===== src/source/frame_geom_pkg.sv =====
package frame_geom_pkg;

	// word address into the 256K x 16 SRAM
	typedef logic [17:0] sram_addr_t;

	// one SRAM word
	// reads carry the even sample in the high byte and the odd sample in the low byte
	typedef logic [15:0] sram_word_t;

	// one Y, U, V or colour sample
	typedef logic [7:0] pixel_t;

	// first word of the packed RGB region
	localparam sram_addr_t rgb_base_addr = 18'd146944;

	// cycles from a registered address to valid read data
	localparam int sram_read_latency = 2;

	// address counter selects
	localparam logic [1:0] sel_y = 2'd0;
	localparam logic [1:0] sel_u = 2'd1;
	localparam logic [1:0] sel_v = 2'd2;
	localparam logic [1:0] sel_rgb = 2'd3;

endpackage


===== src/source/csc_pkg.sv =====
package csc_pkg;

	// signed fixed-point intermediate
	typedef logic signed [31:0] fix_t;

	// six-tap chroma interpolation, symmetric
	localparam fix_t coef_fir_a = 21;
	localparam fix_t coef_fir_b = -52;
	localparam fix_t coef_fir_c = 159;

	// colour matrix, 16 fractional bits
	localparam fix_t coef_y = 76284;
	localparam fix_t coef_rv = 104595;
	localparam fix_t coef_gu = -25624;
	localparam fix_t coef_gv = -53281;
	localparam fix_t coef_bu = 132251;

	localparam fix_t y_offset = 16;
	localparam fix_t chroma_offset = 128;
	// half an lsb before the shift by 8
	localparam fix_t fir_round = 128;

	// what the three multipliers do this cycle
	typedef enum logic [2:0] {
		op_none,
		op_fir_v,
		op_fir_u,
		op_matrix_r_even,
		op_matrix_r_odd,
		op_matrix_gb_even,
		op_matrix_gb_odd
	} mac_op_t;

	// lead-in and pair states are numbered in the order they run
	typedef enum logic [4:0] {
		s_idle,
		s_lead_0, s_lead_1, s_lead_2, s_lead_3, s_lead_4, s_lead_5, s_lead_6, s_lead_7,
		s_pair_0, s_pair_1, s_pair_2, s_pair_3, s_pair_4, s_pair_5, s_pair_6,
		s_done
	} seq_state_t;

endpackage


===== src/source/dp_ctrl_if.sv =====
interface dp_ctrl_if;
	import csc_pkg::*;

	// multiplier use for this cycle
	mac_op_t op;
	// lead-in window fills
	logic load_v_head;
	logic load_v_tail;
	logic load_u_head;
	logic load_u_tail;
	// one-sample window advance
	logic shift_v;
	logic shift_u;
	// low byte of the chroma word, else high byte
	logic take_odd_byte;
	// clear at the row edge, window repeats its last sample
	logic take_read;
	logic load_y;
	// 0 = {R0,G0}, 1 = {B0,R1}, 2 = {G1,B1}
	logic [1:0] write_slot;

	modport seq (output op, load_v_head, load_v_tail, load_u_head, load_u_tail,
		shift_v, shift_u, take_odd_byte, take_read, load_y, write_slot);
	modport chroma (input load_v_head, load_v_tail, load_u_head, load_u_tail,
		shift_v, shift_u, take_odd_byte, take_read);
	modport mac (input op, load_y, write_slot);

endinterface


===== src/source/frame_sequencer.sv =====
module frame_sequencer #(
	parameter int img_width = 320,
	parameter int img_height = 240
) (
	input logic CLOCK_50_I,
	input logic Resetn,
	input logic start,
	output logic done,
	output logic write_en_n,
	output logic [1:0] addr_sel,
	output logic adv_y,
	output logic adv_u,
	output logic adv_v,
	output logic adv_rgb,
	dp_ctrl_if.seq ctrl
);
	import frame_geom_pkg::*;
	import csc_pkg::*;

	localparam int pairs_per_row = img_width / 2;
	localparam int pair_w = $clog2(pairs_per_row + 1);
	localparam int row_w = $clog2(img_height + 1);

	seq_state_t state;
	logic [pair_w-1:0] pair_cnt;
	logic [row_w-1:0] row_cnt;
	// new chroma word on every other pair
	logic chroma_toggle;
	logic last_pair;
	logic last_row;
	logic chroma_read;

	assign last_pair = (pair_cnt == pair_w'(pairs_per_row - 1));
	assign last_row = (row_cnt == row_w'(img_height - 1));
	// sample j+4 still inside the row, past that the windows clamp
	assign chroma_read = (int'(pair_cnt) + 5) <= pairs_per_row;

	always_ff @(posedge CLOCK_50_I or negedge Resetn) begin
		if (!Resetn) begin
			state <= s_idle;
			pair_cnt <= '0;
			row_cnt <= '0;
			chroma_toggle <= 1'b0;
			done <= 1'b0;
			write_en_n <= 1'b1;
		end else begin
			// writes go out in the cycle after their slot state
			write_en_n <= !(state inside {s_pair_2, s_pair_5, s_pair_6});
			done <= (state == s_done);
			case (state)
				s_idle: begin
					if (start) begin
						state <= s_lead_0;
					end
				end
				s_pair_6: begin
					chroma_toggle <= !chroma_toggle;
					pair_cnt <= pair_cnt + 1'b1;
					state <= s_pair_0;
					if (last_pair) begin
						pair_cnt <= '0;
						chroma_toggle <= 1'b0;
						row_cnt <= row_cnt + 1'b1;
						state <= s_lead_0;
						if (last_row) begin
							row_cnt <= '0;
							state <= s_done;
						end
					end
				end
				// last write of the frame is on the bus here
				s_done: state <= s_idle;
				default: state <= seq_state_t'(state + 5'd1);
			endcase
		end
	end

	always_comb begin
		addr_sel = sel_y;
		adv_y = 1'b0;
		adv_u = 1'b0;
		adv_v = 1'b0;
		adv_rgb = 1'b0;
		ctrl.op = op_none;
		ctrl.load_v_head = 1'b0;
		ctrl.load_v_tail = 1'b0;
		ctrl.load_u_head = 1'b0;
		ctrl.load_u_tail = 1'b0;
		ctrl.shift_v = 1'b0;
		ctrl.shift_u = 1'b0;
		ctrl.take_odd_byte = chroma_toggle;
		ctrl.take_read = chroma_read;
		ctrl.load_y = 1'b0;
		ctrl.write_slot = 2'd0;
		case (state)
			// two V words, two U words, one Y word
			s_lead_0, s_lead_1: begin
				addr_sel = sel_v;
				adv_v = 1'b1;
			end
			s_lead_2: begin
				addr_sel = sel_u;
				adv_u = 1'b1;
			end
			s_lead_3: begin
				addr_sel = sel_u;
				adv_u = 1'b1;
				ctrl.load_v_head = 1'b1;
			end
			s_lead_4: begin
				adv_y = 1'b1;
				ctrl.load_v_tail = 1'b1;
			end
			s_lead_5: ctrl.load_u_head = 1'b1;
			s_lead_6: ctrl.load_u_tail = 1'b1;
			s_lead_7: ctrl.load_y = 1'b1;
			// even pixel matrix, chroma fetch for the next window step
			s_pair_0: begin
				addr_sel = sel_v;
				adv_v = chroma_toggle && chroma_read;
				ctrl.op = op_matrix_r_even;
			end
			s_pair_1: begin
				addr_sel = sel_u;
				adv_u = chroma_toggle && chroma_read;
				ctrl.op = op_matrix_gb_even;
			end
			s_pair_2: begin
				addr_sel = sel_rgb;
				adv_rgb = 1'b1;
				ctrl.op = op_fir_v;
				ctrl.write_slot = 2'd0;
			end
			// V word from pair_0 lands, next Y pair fetched unless the row ends
			s_pair_3: begin
				adv_y = !last_pair;
				ctrl.op = op_fir_u;
				ctrl.shift_v = 1'b1;
			end
			s_pair_4: begin
				ctrl.op = op_matrix_r_odd;
				ctrl.shift_u = 1'b1;
			end
			s_pair_5: begin
				addr_sel = sel_rgb;
				adv_rgb = 1'b1;
				ctrl.op = op_matrix_gb_odd;
				ctrl.write_slot = 2'd1;
			end
			s_pair_6: begin
				addr_sel = sel_rgb;
				adv_rgb = 1'b1;
				ctrl.write_slot = 2'd2;
				ctrl.load_y = 1'b1;
			end
			default: ;
		endcase
	end

endmodule


===== src/source/sram_addr_gen.sv =====
module sram_addr_gen #(
	parameter int img_width = 320,
	parameter int img_height = 240
) (
	input logic CLOCK_50_I,
	input logic Resetn,
	input logic [1:0] addr_sel,
	input logic adv_y,
	input logic adv_u,
	input logic adv_v,
	input logic adv_rgb,
	output frame_geom_pkg::sram_addr_t address
);
	import frame_geom_pkg::*;

	localparam int frame_px = img_width * img_height;
	localparam sram_addr_t u_base = sram_addr_t'(frame_px / 2);
	localparam sram_addr_t v_base = sram_addr_t'(frame_px / 2 + frame_px / 4);
	localparam sram_addr_t v_last = sram_addr_t'(frame_px - 1);
	localparam sram_addr_t rgb_last = sram_addr_t'(rgb_base_addr + frame_px * 3 / 2 - 1);

	sram_addr_t y_addr;
	sram_addr_t u_addr;
	sram_addr_t v_addr;
	sram_addr_t rgb_addr;
	sram_addr_t selected;

	// each counter falls back to its base after a full frame
	function automatic sram_addr_t step(input sram_addr_t cur, input sram_addr_t first,
		input sram_addr_t last);
		return (cur == last) ? first : cur + 1'b1;
	endfunction

	always_comb begin
		case (addr_sel)
			sel_y: selected = y_addr;
			sel_u: selected = u_addr;
			sel_v: selected = v_addr;
			default: selected = rgb_addr;
		endcase
	end

	always_ff @(posedge CLOCK_50_I or negedge Resetn) begin
		if (!Resetn) begin
			y_addr <= '0;
			u_addr <= u_base;
			v_addr <= v_base;
			rgb_addr <= rgb_base_addr;
			address <= '0;
		end else begin
			address <= selected;
			if (adv_y) begin
				y_addr <= step(y_addr, '0, u_base - 1'b1);
			end
			if (adv_u) begin
				u_addr <= step(u_addr, u_base, v_base - 1'b1);
			end
			if (adv_v) begin
				v_addr <= step(v_addr, v_base, v_last);
			end
			if (adv_rgb) begin
				rgb_addr <= step(rgb_addr, rgb_base_addr, rgb_last);
			end
		end
	end

endmodule


===== src/source/chroma_shift_regs.sv =====
module chroma_shift_regs (
	input logic CLOCK_50_I,
	input logic Resetn,
	input frame_geom_pkg::sram_word_t read_data,
	dp_ctrl_if.chroma ctrl,
	output frame_geom_pkg::pixel_t u_win [0:5],
	output frame_geom_pkg::pixel_t v_win [0:5]
);
	import frame_geom_pkg::*;

	typedef pixel_t window_t [0:5];

	// byte picked by the pair toggle
	pixel_t fresh;

	assign fresh = ctrl.take_odd_byte ? read_data[7:0] : read_data[15:8];

	// index 2 is the even sample of the current pair
	function automatic window_t next_window(
		input window_t win,
		input sram_word_t word,
		input pixel_t sample,
		input logic keep_edge,
		input logic load_head,
		input logic load_tail,
		input logic shift
	);
		window_t nxt;
		nxt = win;
		// left edge clamp by replicating sample 0
		if (load_head) begin
			nxt[0] = word[15:8];
			nxt[1] = word[15:8];
			nxt[2] = word[15:8];
			nxt[3] = word[7:0];
		end
		if (load_tail) begin
			nxt[4] = word[15:8];
			nxt[5] = word[7:0];
		end
		if (shift) begin
			for (int i = 0; i < 5; i++) begin
				nxt[i] = win[i + 1];
			end
			// right edge clamp repeats the last sample
			nxt[5] = keep_edge ? win[5] : sample;
		end
		return nxt;
	endfunction

	always_ff @(posedge CLOCK_50_I or negedge Resetn) begin
		if (!Resetn) begin
			u_win <= '{default: '0};
			v_win <= '{default: '0};
		end else begin
			v_win <= next_window(v_win, read_data, fresh, !ctrl.take_read,
				ctrl.load_v_head, ctrl.load_v_tail, ctrl.shift_v);
			u_win <= next_window(u_win, read_data, fresh, !ctrl.take_read,
				ctrl.load_u_head, ctrl.load_u_tail, ctrl.shift_u);
		end
	end

endmodule


===== src/source/color_mac.sv =====
module color_mac (
	input logic CLOCK_50_I,
	input logic Resetn,
	input frame_geom_pkg::sram_word_t read_data,
	input frame_geom_pkg::pixel_t u_win [0:5],
	input frame_geom_pkg::pixel_t v_win [0:5],
	dp_ctrl_if.mac ctrl,
	output frame_geom_pkg::sram_word_t write_data
);
	import frame_geom_pkg::*;
	import csc_pkg::*;

	// operands and registered products of the three multipliers
	fix_t coef [0:2];
	fix_t sample [0:2];
	fix_t prod [0:2];
	// op that produced the current products
	mac_op_t op_q;
	pixel_t y_even;
	pixel_t y_odd;
	// interpolated chroma, may leave 0..255
	fix_t u_odd;
	fix_t v_odd;
	fix_t fir_sum;
	// luma term kept from the R step for G and B
	fix_t y_term;
	pixel_t r_keep;
	pixel_t b_keep;
	pixel_t clip_r;
	pixel_t clip_g;
	pixel_t clip_b;

	function automatic pixel_t clip_pixel(input fix_t acc);
		fix_t scaled;
		scaled = acc >>> 16;
		if (scaled < 0) begin
			return 8'd0;
		end
		if (scaled > 255) begin
			return 8'd255;
		end
		return scaled[7:0];
	endfunction

	// symmetric tap pair
	function automatic fix_t tap_pair(input pixel_t a, input pixel_t b);
		return fix_t'(a) + fix_t'(b);
	endfunction

	// operand choice per op
	always_comb begin
		coef = '{default: '0};
		sample = '{default: '0};
		case (ctrl.op)
			op_fir_v: begin
				coef = '{coef_fir_a, coef_fir_b, coef_fir_c};
				sample = '{tap_pair(v_win[0], v_win[5]), tap_pair(v_win[1], v_win[4]),
					tap_pair(v_win[2], v_win[3])};
			end
			op_fir_u: begin
				coef = '{coef_fir_a, coef_fir_b, coef_fir_c};
				sample = '{tap_pair(u_win[0], u_win[5]), tap_pair(u_win[1], u_win[4]),
					tap_pair(u_win[2], u_win[3])};
			end
			op_matrix_r_even: begin
				coef = '{coef_y, coef_rv, '0};
				sample = '{fix_t'(y_even) - y_offset, fix_t'(v_win[2]) - chroma_offset, '0};
			end
			op_matrix_r_odd: begin
				coef = '{coef_y, coef_rv, '0};
				sample = '{fix_t'(y_odd) - y_offset, v_odd - chroma_offset, '0};
			end
			op_matrix_gb_even: begin
				coef = '{coef_gu, coef_gv, coef_bu};
				sample = '{fix_t'(u_win[2]) - chroma_offset, fix_t'(v_win[2]) - chroma_offset,
					fix_t'(u_win[2]) - chroma_offset};
			end
			op_matrix_gb_odd: begin
				coef = '{coef_gu, coef_gv, coef_bu};
				sample = '{u_odd - chroma_offset, v_odd - chroma_offset, u_odd - chroma_offset};
			end
			default: ;
		endcase
	end

	assign fir_sum = (prod[0] + prod[1] + prod[2] + fir_round) >>> 8;
	// R from the r step products, G and B from the gb step plus the kept luma
	assign clip_r = clip_pixel(prod[0] + prod[1]);
	assign clip_g = clip_pixel(y_term + prod[0] + prod[1]);
	assign clip_b = clip_pixel(y_term + prod[2]);

	always_ff @(posedge CLOCK_50_I or negedge Resetn) begin
		if (!Resetn) begin
			op_q <= op_none;
		end else begin
			op_q <= ctrl.op;
		end
	end

	always_ff @(posedge CLOCK_50_I) begin
		for (int i = 0; i < 3; i++) begin
			prod[i] <= coef[i] * sample[i];
		end
		if (ctrl.load_y) begin
			y_even <= read_data[15:8];
			y_odd <= read_data[7:0];
		end
		case (op_q)
			op_fir_v: v_odd <= fir_sum;
			op_fir_u: u_odd <= fir_sum;
			op_matrix_r_even, op_matrix_r_odd: begin
				y_term <= prod[0];
				r_keep <= clip_r;
			end
			op_matrix_gb_even, op_matrix_gb_odd: b_keep <= clip_b;
			default: ;
		endcase
		// word for the slot the sequencer names this cycle
		case (ctrl.write_slot)
			2'd0: write_data <= {r_keep, clip_g};
			2'd1: write_data <= {b_keep, clip_r};
			default: write_data <= {clip_g, clip_b};
		endcase
	end

endmodule


===== src/source/yuv2rgb_top.sv =====
module yuv2rgb_top #(
	parameter int img_width = 320,
	parameter int img_height = 240
) (
	input logic CLOCK_50_I,
	input logic Resetn,
	input logic start,
	input frame_geom_pkg::sram_word_t read_data,
	output frame_geom_pkg::sram_word_t write_data,
	output frame_geom_pkg::sram_addr_t address,
	output logic write_en_n,
	output logic done
);
	import frame_geom_pkg::*;

	logic [1:0] addr_sel;
	logic adv_y;
	logic adv_u;
	logic adv_v;
	logic adv_rgb;
	pixel_t u_win [0:5];
	pixel_t v_win [0:5];

	// per-cycle datapath commands
	dp_ctrl_if u_ctrl ();

	frame_sequencer #(
		.img_width(img_width),
		.img_height(img_height)
	) u_seq (
		.CLOCK_50_I(CLOCK_50_I),
		.Resetn(Resetn),
		.start(start),
		.done(done),
		.write_en_n(write_en_n),
		.addr_sel(addr_sel),
		.adv_y(adv_y),
		.adv_u(adv_u),
		.adv_v(adv_v),
		.adv_rgb(adv_rgb),
		.ctrl(u_ctrl.seq)
	);

	sram_addr_gen #(
		.img_width(img_width),
		.img_height(img_height)
	) u_addr (
		.CLOCK_50_I(CLOCK_50_I),
		.Resetn(Resetn),
		.addr_sel(addr_sel),
		.adv_y(adv_y),
		.adv_u(adv_u),
		.adv_v(adv_v),
		.adv_rgb(adv_rgb),
		.address(address)
	);

	chroma_shift_regs u_chroma (
		.CLOCK_50_I(CLOCK_50_I),
		.Resetn(Resetn),
		.read_data(read_data),
		.ctrl(u_ctrl.chroma),
		.u_win(u_win),
		.v_win(v_win)
	);

	color_mac u_mac (
		.CLOCK_50_I(CLOCK_50_I),
		.Resetn(Resetn),
		.read_data(read_data),
		.u_win(u_win),
		.v_win(v_win),
		.ctrl(u_ctrl.mac),
		.write_data(write_data)
	);

endmodule


===== config.mk =====
export PLATFORM = sky130hd
export DESIGN_NAME = yuv2rgb_top
export DESIGN_NICKNAME = d
export VERILOG_FILES = /design/src/source/frame_geom_pkg.sv /design/src/source/csc_pkg.sv /design/src/source/dp_ctrl_if.sv /design/src/source/frame_sequencer.sv /design/src/source/sram_addr_gen.sv /design/src/source/chroma_shift_regs.sv /design/src/source/color_mac.sv /design/src/source/yuv2rgb_top.sv
export SDC_FILE = /design/constraint.sdc
export NUM_CORES = 2
export LEC_CHECK = 0
export BUFFER_PORTS_ARGS = -buffer_cell sky130_fd_sc_hd__buf_2
export CELL_PAD_IN_SITES_DETAIL_PLACEMENT = 0
export CELL_PAD_IN_SITES_GLOBAL_PLACEMENT = 1
export CORE_ASPECT_RATIO = 1.1
export CORE_MARGIN = 5
export CORE_UTILIZATION = 28
export CTS_BUF_LIST = sky130_fd_sc_hd__clkbuf_8
export DETAILED_ROUTE_END_ITERATION = 10
export GPL_TIMING_DRIVEN = 0
export PLACE_DENSITY = 0.6
export SYNTH_ARGS = -nofsm -noshare
export SYNTH_HDL_FRONTEND = slang
export SYNTH_SLANG_ARGS = --single-unit

===== constraint.sdc =====
create_clock -name CLOCK_50_I -period 9.4 [get_ports CLOCK_50_I]
set_clock_uncertainty 0.15 [all_clocks]
set_input_delay 1.41 -clock CLOCK_50_I [delete_from_list [all_inputs] [get_ports CLOCK_50_I]]
set_output_delay 1.41 -clock CLOCK_50_I [all_outputs]
set_load 0.005 [all_outputs]

; ---- Yosys cells after proc, flatten, opt, wreduce, memory -nomap -nowiden
; Memory sizes are Yosys's and may differ from the RTL's.
; Index checks and enable logic that the tools add are counted.
; Widths: inputs -> output; s select.
[totals]
wordCells = 193
ramBits = 96
memories = 1
ff_bits = 341
output_inout_bits = 36
[classes]
reduce_logical = 26
magnitude_cmp = 7
multipliers = 3
eq_ne = 40
n_addsub = 26
muxes = 58
[mem_list]
columns = name, words, word_bits, rd, rd_ports_with_merged_regs, write_ports, line
row1 = u_mac.prod, 3, 32, 3, 0, 3, color_mac.sv:16  ; fix_t prod [0:2];
[op_table]
columns = operator, n
row1 = $pmux 96 s6, 1
row2 = $pmux 96 s3, 1
row3 = $add 32x32->32, 5
row4 = $mux 8, 16
row5 = $mul 32x32->32, 3
row6 = $mux 48, 2
row7 = $add 18x1->18 const B, 4
row8 = $mux 18, 4
row9 = $mux 32, 2
row10 = $add 8x8->9, 6
row11 = $pmux 18 s3, 1
row12 = $sub 24x9->25 const B, 2
row13 = $gt 16x9->1 const B, 3
row14 = $lt 16x1->1 const B, 3
row15 = $eq 5x4->1 const B, 8
row16 = $eq 18x16->1 const B, 2
row17 = $add 32x9->32 const B, 1
row18 = $le 32x9->1 const B, 1
row19 = $mux 16, 2
row20 = $pmux 16 s2, 1
row21 = $eq 5x3->1 const B, 4
row22 = $eq 18x17->1 const B, 1
row23 = $eq 18x18->1 const B, 1
row24 = $eq 3x3->1 const B, 6
row25 = other kinds (30), 80

; ---- Depth between registers and ports, before layout
; An unclocked memory read counts as a cell.
[logic_depth]
word_depth = 9
ltp_mapped = 40

; ---- Modules after synthesis
; From an unflattened synthesis, not the netlist that was laid out.
[unflattened]
hier_cells = 5590
area_unflattened_um2 = 55714.7
[by_module_without_submodules]
columns = module, area_each_um2, n_inst, cells_each
row1 = color_mac, 45224.6, 1, 4585
row2 = chroma_shift_regs, 4481.8, 1, 428
row3 = sram_addr_gen, 4399.2, 1, 390
row4 = frame_sequencer, 1609.0, 1, 187

; ---- Worst setup path before layout
; Ideal clock, no wire load.
[synth_path]
kind = register -> register
start = register u_seq.state[0]
end = memory u_mac.prod[0][63] in the netlist's numbering
path_slack_ns = 0.065
t_required_ns = 9.178
arrival_ns = 9.113
path_stages_with_launch = 37
path_buffers = 4
period_less_slack_ns = 9.335
cell_sequence = dfrtp_1 -> inv_1 -> ha_1 -> clkbuf_1 -> clkbuf_1 -> nor2_1 -> and3_1 -> clkbuf_1 -> clkbuf_1 -> nor4_1 -> nor2_1 -> fa_1 -> inv_1 -> fa_1 -> inv_1 -> fa_1 -> inv_1 -> fa_1 -> inv_1 -> ha_1 -> ha_1 -> fa_1 -> inv_1 -> fa_1 -> inv_1 -> ha_1 -> a21o_1 -> a21o_1 -> a221o_1 -> nand2_1 -> a31oi_1 -> a211oi_1 -> o31ai_1 -> o41ai_1 -> o21bai_1 -> a21oi_1 -> xnor2_1
[synth_lines]
columns = element, line
row1 = from (decl), frame_sequencer.sv:24  ; seq_state_t state;
row2 = from (signal assigned), frame_sequencer.sv:40  ; state <= s_idle;
row3 = from (signal assigned), frame_sequencer.sv:53  ; state <= s_lead_0;
row4 = from (signal assigned), frame_sequencer.sv:59  ; state <= s_pair_0;
row5 = to (decl), color_mac.sv:16

==> run summary <==
- cell area after layout: 63,000 um^2
- Final Wtd Congestion: 0.893
- share of synthesized cell area in and, or, nand and nor gates: 8.59%
- 1st-iter DRT viols: 2,217
- Sinks on Clock Net: 437
- RSZ-0062 raised after global routing: true
- number of top-level pins: 55
- number of flops mapped to enable cells by yosys: 112
- max-slew headroom at the worst pin: 19.6%
- count of cell types in the netlist: 96
- number of routed nets with antenna violations: 0
- drt via density: 4.60
- initial antenna violation count: 3
- largest fanout of any net on the critical path: 7
- result of the run: finished, final reports clean
- path depth of the worst reg2reg path: 34
- post-synthesis sequential area ratio: 19.8%
- H-Tree Level Count: 3
- post-placement worst setup slack: -3.61 ns
- share of flip-flops with an asynchronous set or reset after synthesis: 48.7%
- Critical Path Start Type: register
- Via Count: 39,535
- overall track demand over capacity in global routing: 16.2%
- post-CTS clock slew at the launch and capture registers of the worst setup and hold paths: 0.07 ns
- wire length of the first global-routing pass: 257 mm
- mapped cell area: 55,400 um^2
- master of the slowest instance on the critical path: fa_1
- per-instance average area after synthesis: 9.80 um^2
- signed area change from the synthesized netlist to the final layout: 13.7%
- CTS tree: done
- final worst setup slack: 0.316 ns
- Die Width: 434 um
- post-synthesis cell count: 5,655
- share of Yosys cell area claimed by the top area cell type: 28.2%
- pin count of the biggest net entering global routing: 109
- startpoint of the lowest-slack register-to-register path: u_chroma.u_win[33]
- DIE AREA: 207,000 um^2
- Hold Vio Cnt, Final: 0
- number of max-capacitance violations reported: 0
- crit path capture type: register
- total clock buffers created by CTS: 85
- cell seen most often among critical-path stages: xnor2_1
- terminus of the critical flop-to-flop path: u_mac.prod[0][63]
- clock tree root driver cell: clkbuf_8
- maximum number of buffers from clock root to sink: 3
- critical setup path kind: reg2reg
- number of max-slew violations in the final report: 0
- input/output buffers: 54
- post-layout min period: 9.08 ns
- die boundary height: 477 um
- flip-flop cell with the highest count after synthesis: dfrtp_1
- area share of xor/xnor cells in the synthesized design: 5.64%
- mux cell area share after synthesis: 1.37%
- Synth area leaders: fa_1 (28%), ha_1 (17%), dfrtp_1 (8.9%), inv_1 (8.3%), edfxtp_1 (6.1%)
- detailed-route DRC error count: 0
- average wire length per cell after detail routing: 19.4 um
- Placed Instance Area: 59,300 um^2
- Syn. warnings: 0
- Crit path required time: 9.89 ns
- initial core utilization: 28.1%
- GR Overflow Total: 0
- adder-cell share of the synthesized area: 45.1%
- Max stage delay on crit path: 0.71 ns
- leading cell types in the layout, fill and taps excluded: inv_1 (1,230), fa_1 (772), ha_1 (733)
- Layout Nets: 7,469
- Placed Instances: 8,367
- pin slew with the least headroom to its limit: 1.19 ns
- final std cells w/o fill: 8,595
- fraction of the mapped netlist area in compound gates: 10.4%
- layout cells sized above 1: 9.83%
- worst endpoint data arrival time: 9.58 ns
- clock latency on the worst-skew pair: 0.81 ns
- dominant combinational cell family by area after synthesis: adder cells
- HP Class: in2async
- overall routed net length: 167 mm
- setup slack, reg-to-reg: 0.32 ns
- Core Footprint: 197,000 um^2
- post-synthesis register bit count: 437
- cell taking the most area after synthesis: fa_1
- TritonRoute pass-1 iters: 5
- via count of the first global-routing pass: 42,034
- final setup vio count: 0
- crit share post-route: 96.6%
- detailed placer's ending HPWL: 143 mm
- Max Freq: 110 MHz
- most common cell after layout, fill and taps aside: inv_1
- standard-cell rows: 171
[worst max-delay path, delay by kind of cell, from the launching register on]
| kind | cells | cell delay, ns |
|---|---|---|
| flops | 1 | 0.45 |
| simple gates | 2 | 0.33 |
| fa+ha+maj | 9 | 4.41 |
| buf+inv | 5 | 0.58 |
| xor+xnor | 11 | 1.89 |
| compound gates | 7 | 1.08 |
[through the flow]
step / setup TNS, ns / hold slack (ns) / util, %
floorplan: 0 / 0.278 / -
global placement: -163.48 / 0.319 / 30.0
detailed placement: -126.08 / 0.325 / 30.1
CTS: -0.0139 / 0.132 / 31.5
global route: -0.0458 / 0.181 / 32.0
finish: 0 / 0.230 / 32.0
[what timing repair did]
action                     CTS  global route
setup endpoints to repair   66            23
hold buffers                 0             0
resized for setup          223           133
cloned                       0             0
pin swaps                   23            48
setup buffers               31            41
[cell usage after synthesis (28+ instances only)]
cell type / instances
a211oi_1: 32
a21o_1: 90
a21oi_1: 289
a31oi_1: 38
and3_1: 42
clkbuf_1: 100
dfrtp_1: 198
dfxtp_1: 112
edfxtp_1: 112
fa_1: 780
ha_1: 750
inv_1: 1222
mux2i_1: 50
nand2_1: 227
nand3_1: 76
nand4_1: 34
nor2_1: 367
nor2b_1: 28
nor3_1: 58
o21a_1: 40
o21ai_0: 182
o21bai_1: 35
o22ai_1: 43
xnor2_1: 256
xor2_1: 98
[area by class of cell]
class                           count  area (um^2)
Antenna cell                        7         17.5
Buffer                            103          542
Clock buffer                      101         1390
Clock inverter                     59          392
Fill cell                       20458       134000
Inverter                         1224         4610
Multi-Input combinational cell   3931        40800
Sequential cell                   437        11000
Tap cell                         2595         3250
Timing Repair Buffer              138         1050
[state kept, by name (all words and copies together), names as in the netlist, 24 cells and up]
name	count
u_mac.prod	96
u_mac.v_odd	24
u_chroma.v_win	48
u_mac.y_term	32
u_mac.u_odd	24
u_chroma.u_win	48
[worst max path at each step]
stage / depth (start not counted) / slack, ns / end / from
after floorplan: 36 / 0.06 / u_mac.prod[0][63] / u_seq.state[0]
after global placement: 30 / -4.17 / u_mac.prod[0][63] / u_seq.state[0]
after detailed placement: 37 / -3.61 / u_mac.prod[0][30] / u_seq.state[0]
after CTS: 39 / -0.01 / u_mac.prod[0][30] / u_seq.state[1]
after global routing: 32 / -0.03 / u_mac.prod[0][31] / u_seq.state[0]
final: 34 / 0.32 / u_mac.prod[0][63] / u_chroma.u_win[33]
[cells by family after synthesis]
family          after synthesis
xor+xnor                    355
mux                          73
simple gates               1004
compound gates              916
fa+ha+maj                  1530
buf+inv                    1338
other cells                   2
flops                       437
[metal layers]
| metal | share of wire, % | up-vias | wire length, um | GRT usage, % |
|---|---|---|---|---|
| met5 | 0 | - | 0 | 0 |
| met4 | 2.2 | 0 | 3610 | 3.65 |
| met3 | 3.6 | 166 | 6020 | 1.50 |
| met2 | 47 | 703 | 79300 | 27.1 |
| met1 | 47 | 19804 | 78100 | 22.7 |
| li1 | - | 18862 | - | - |
Power is left out: the tool's default activity adds up to more than one toggle a clock period on the data nets, which glitch-free logic cannot reach.
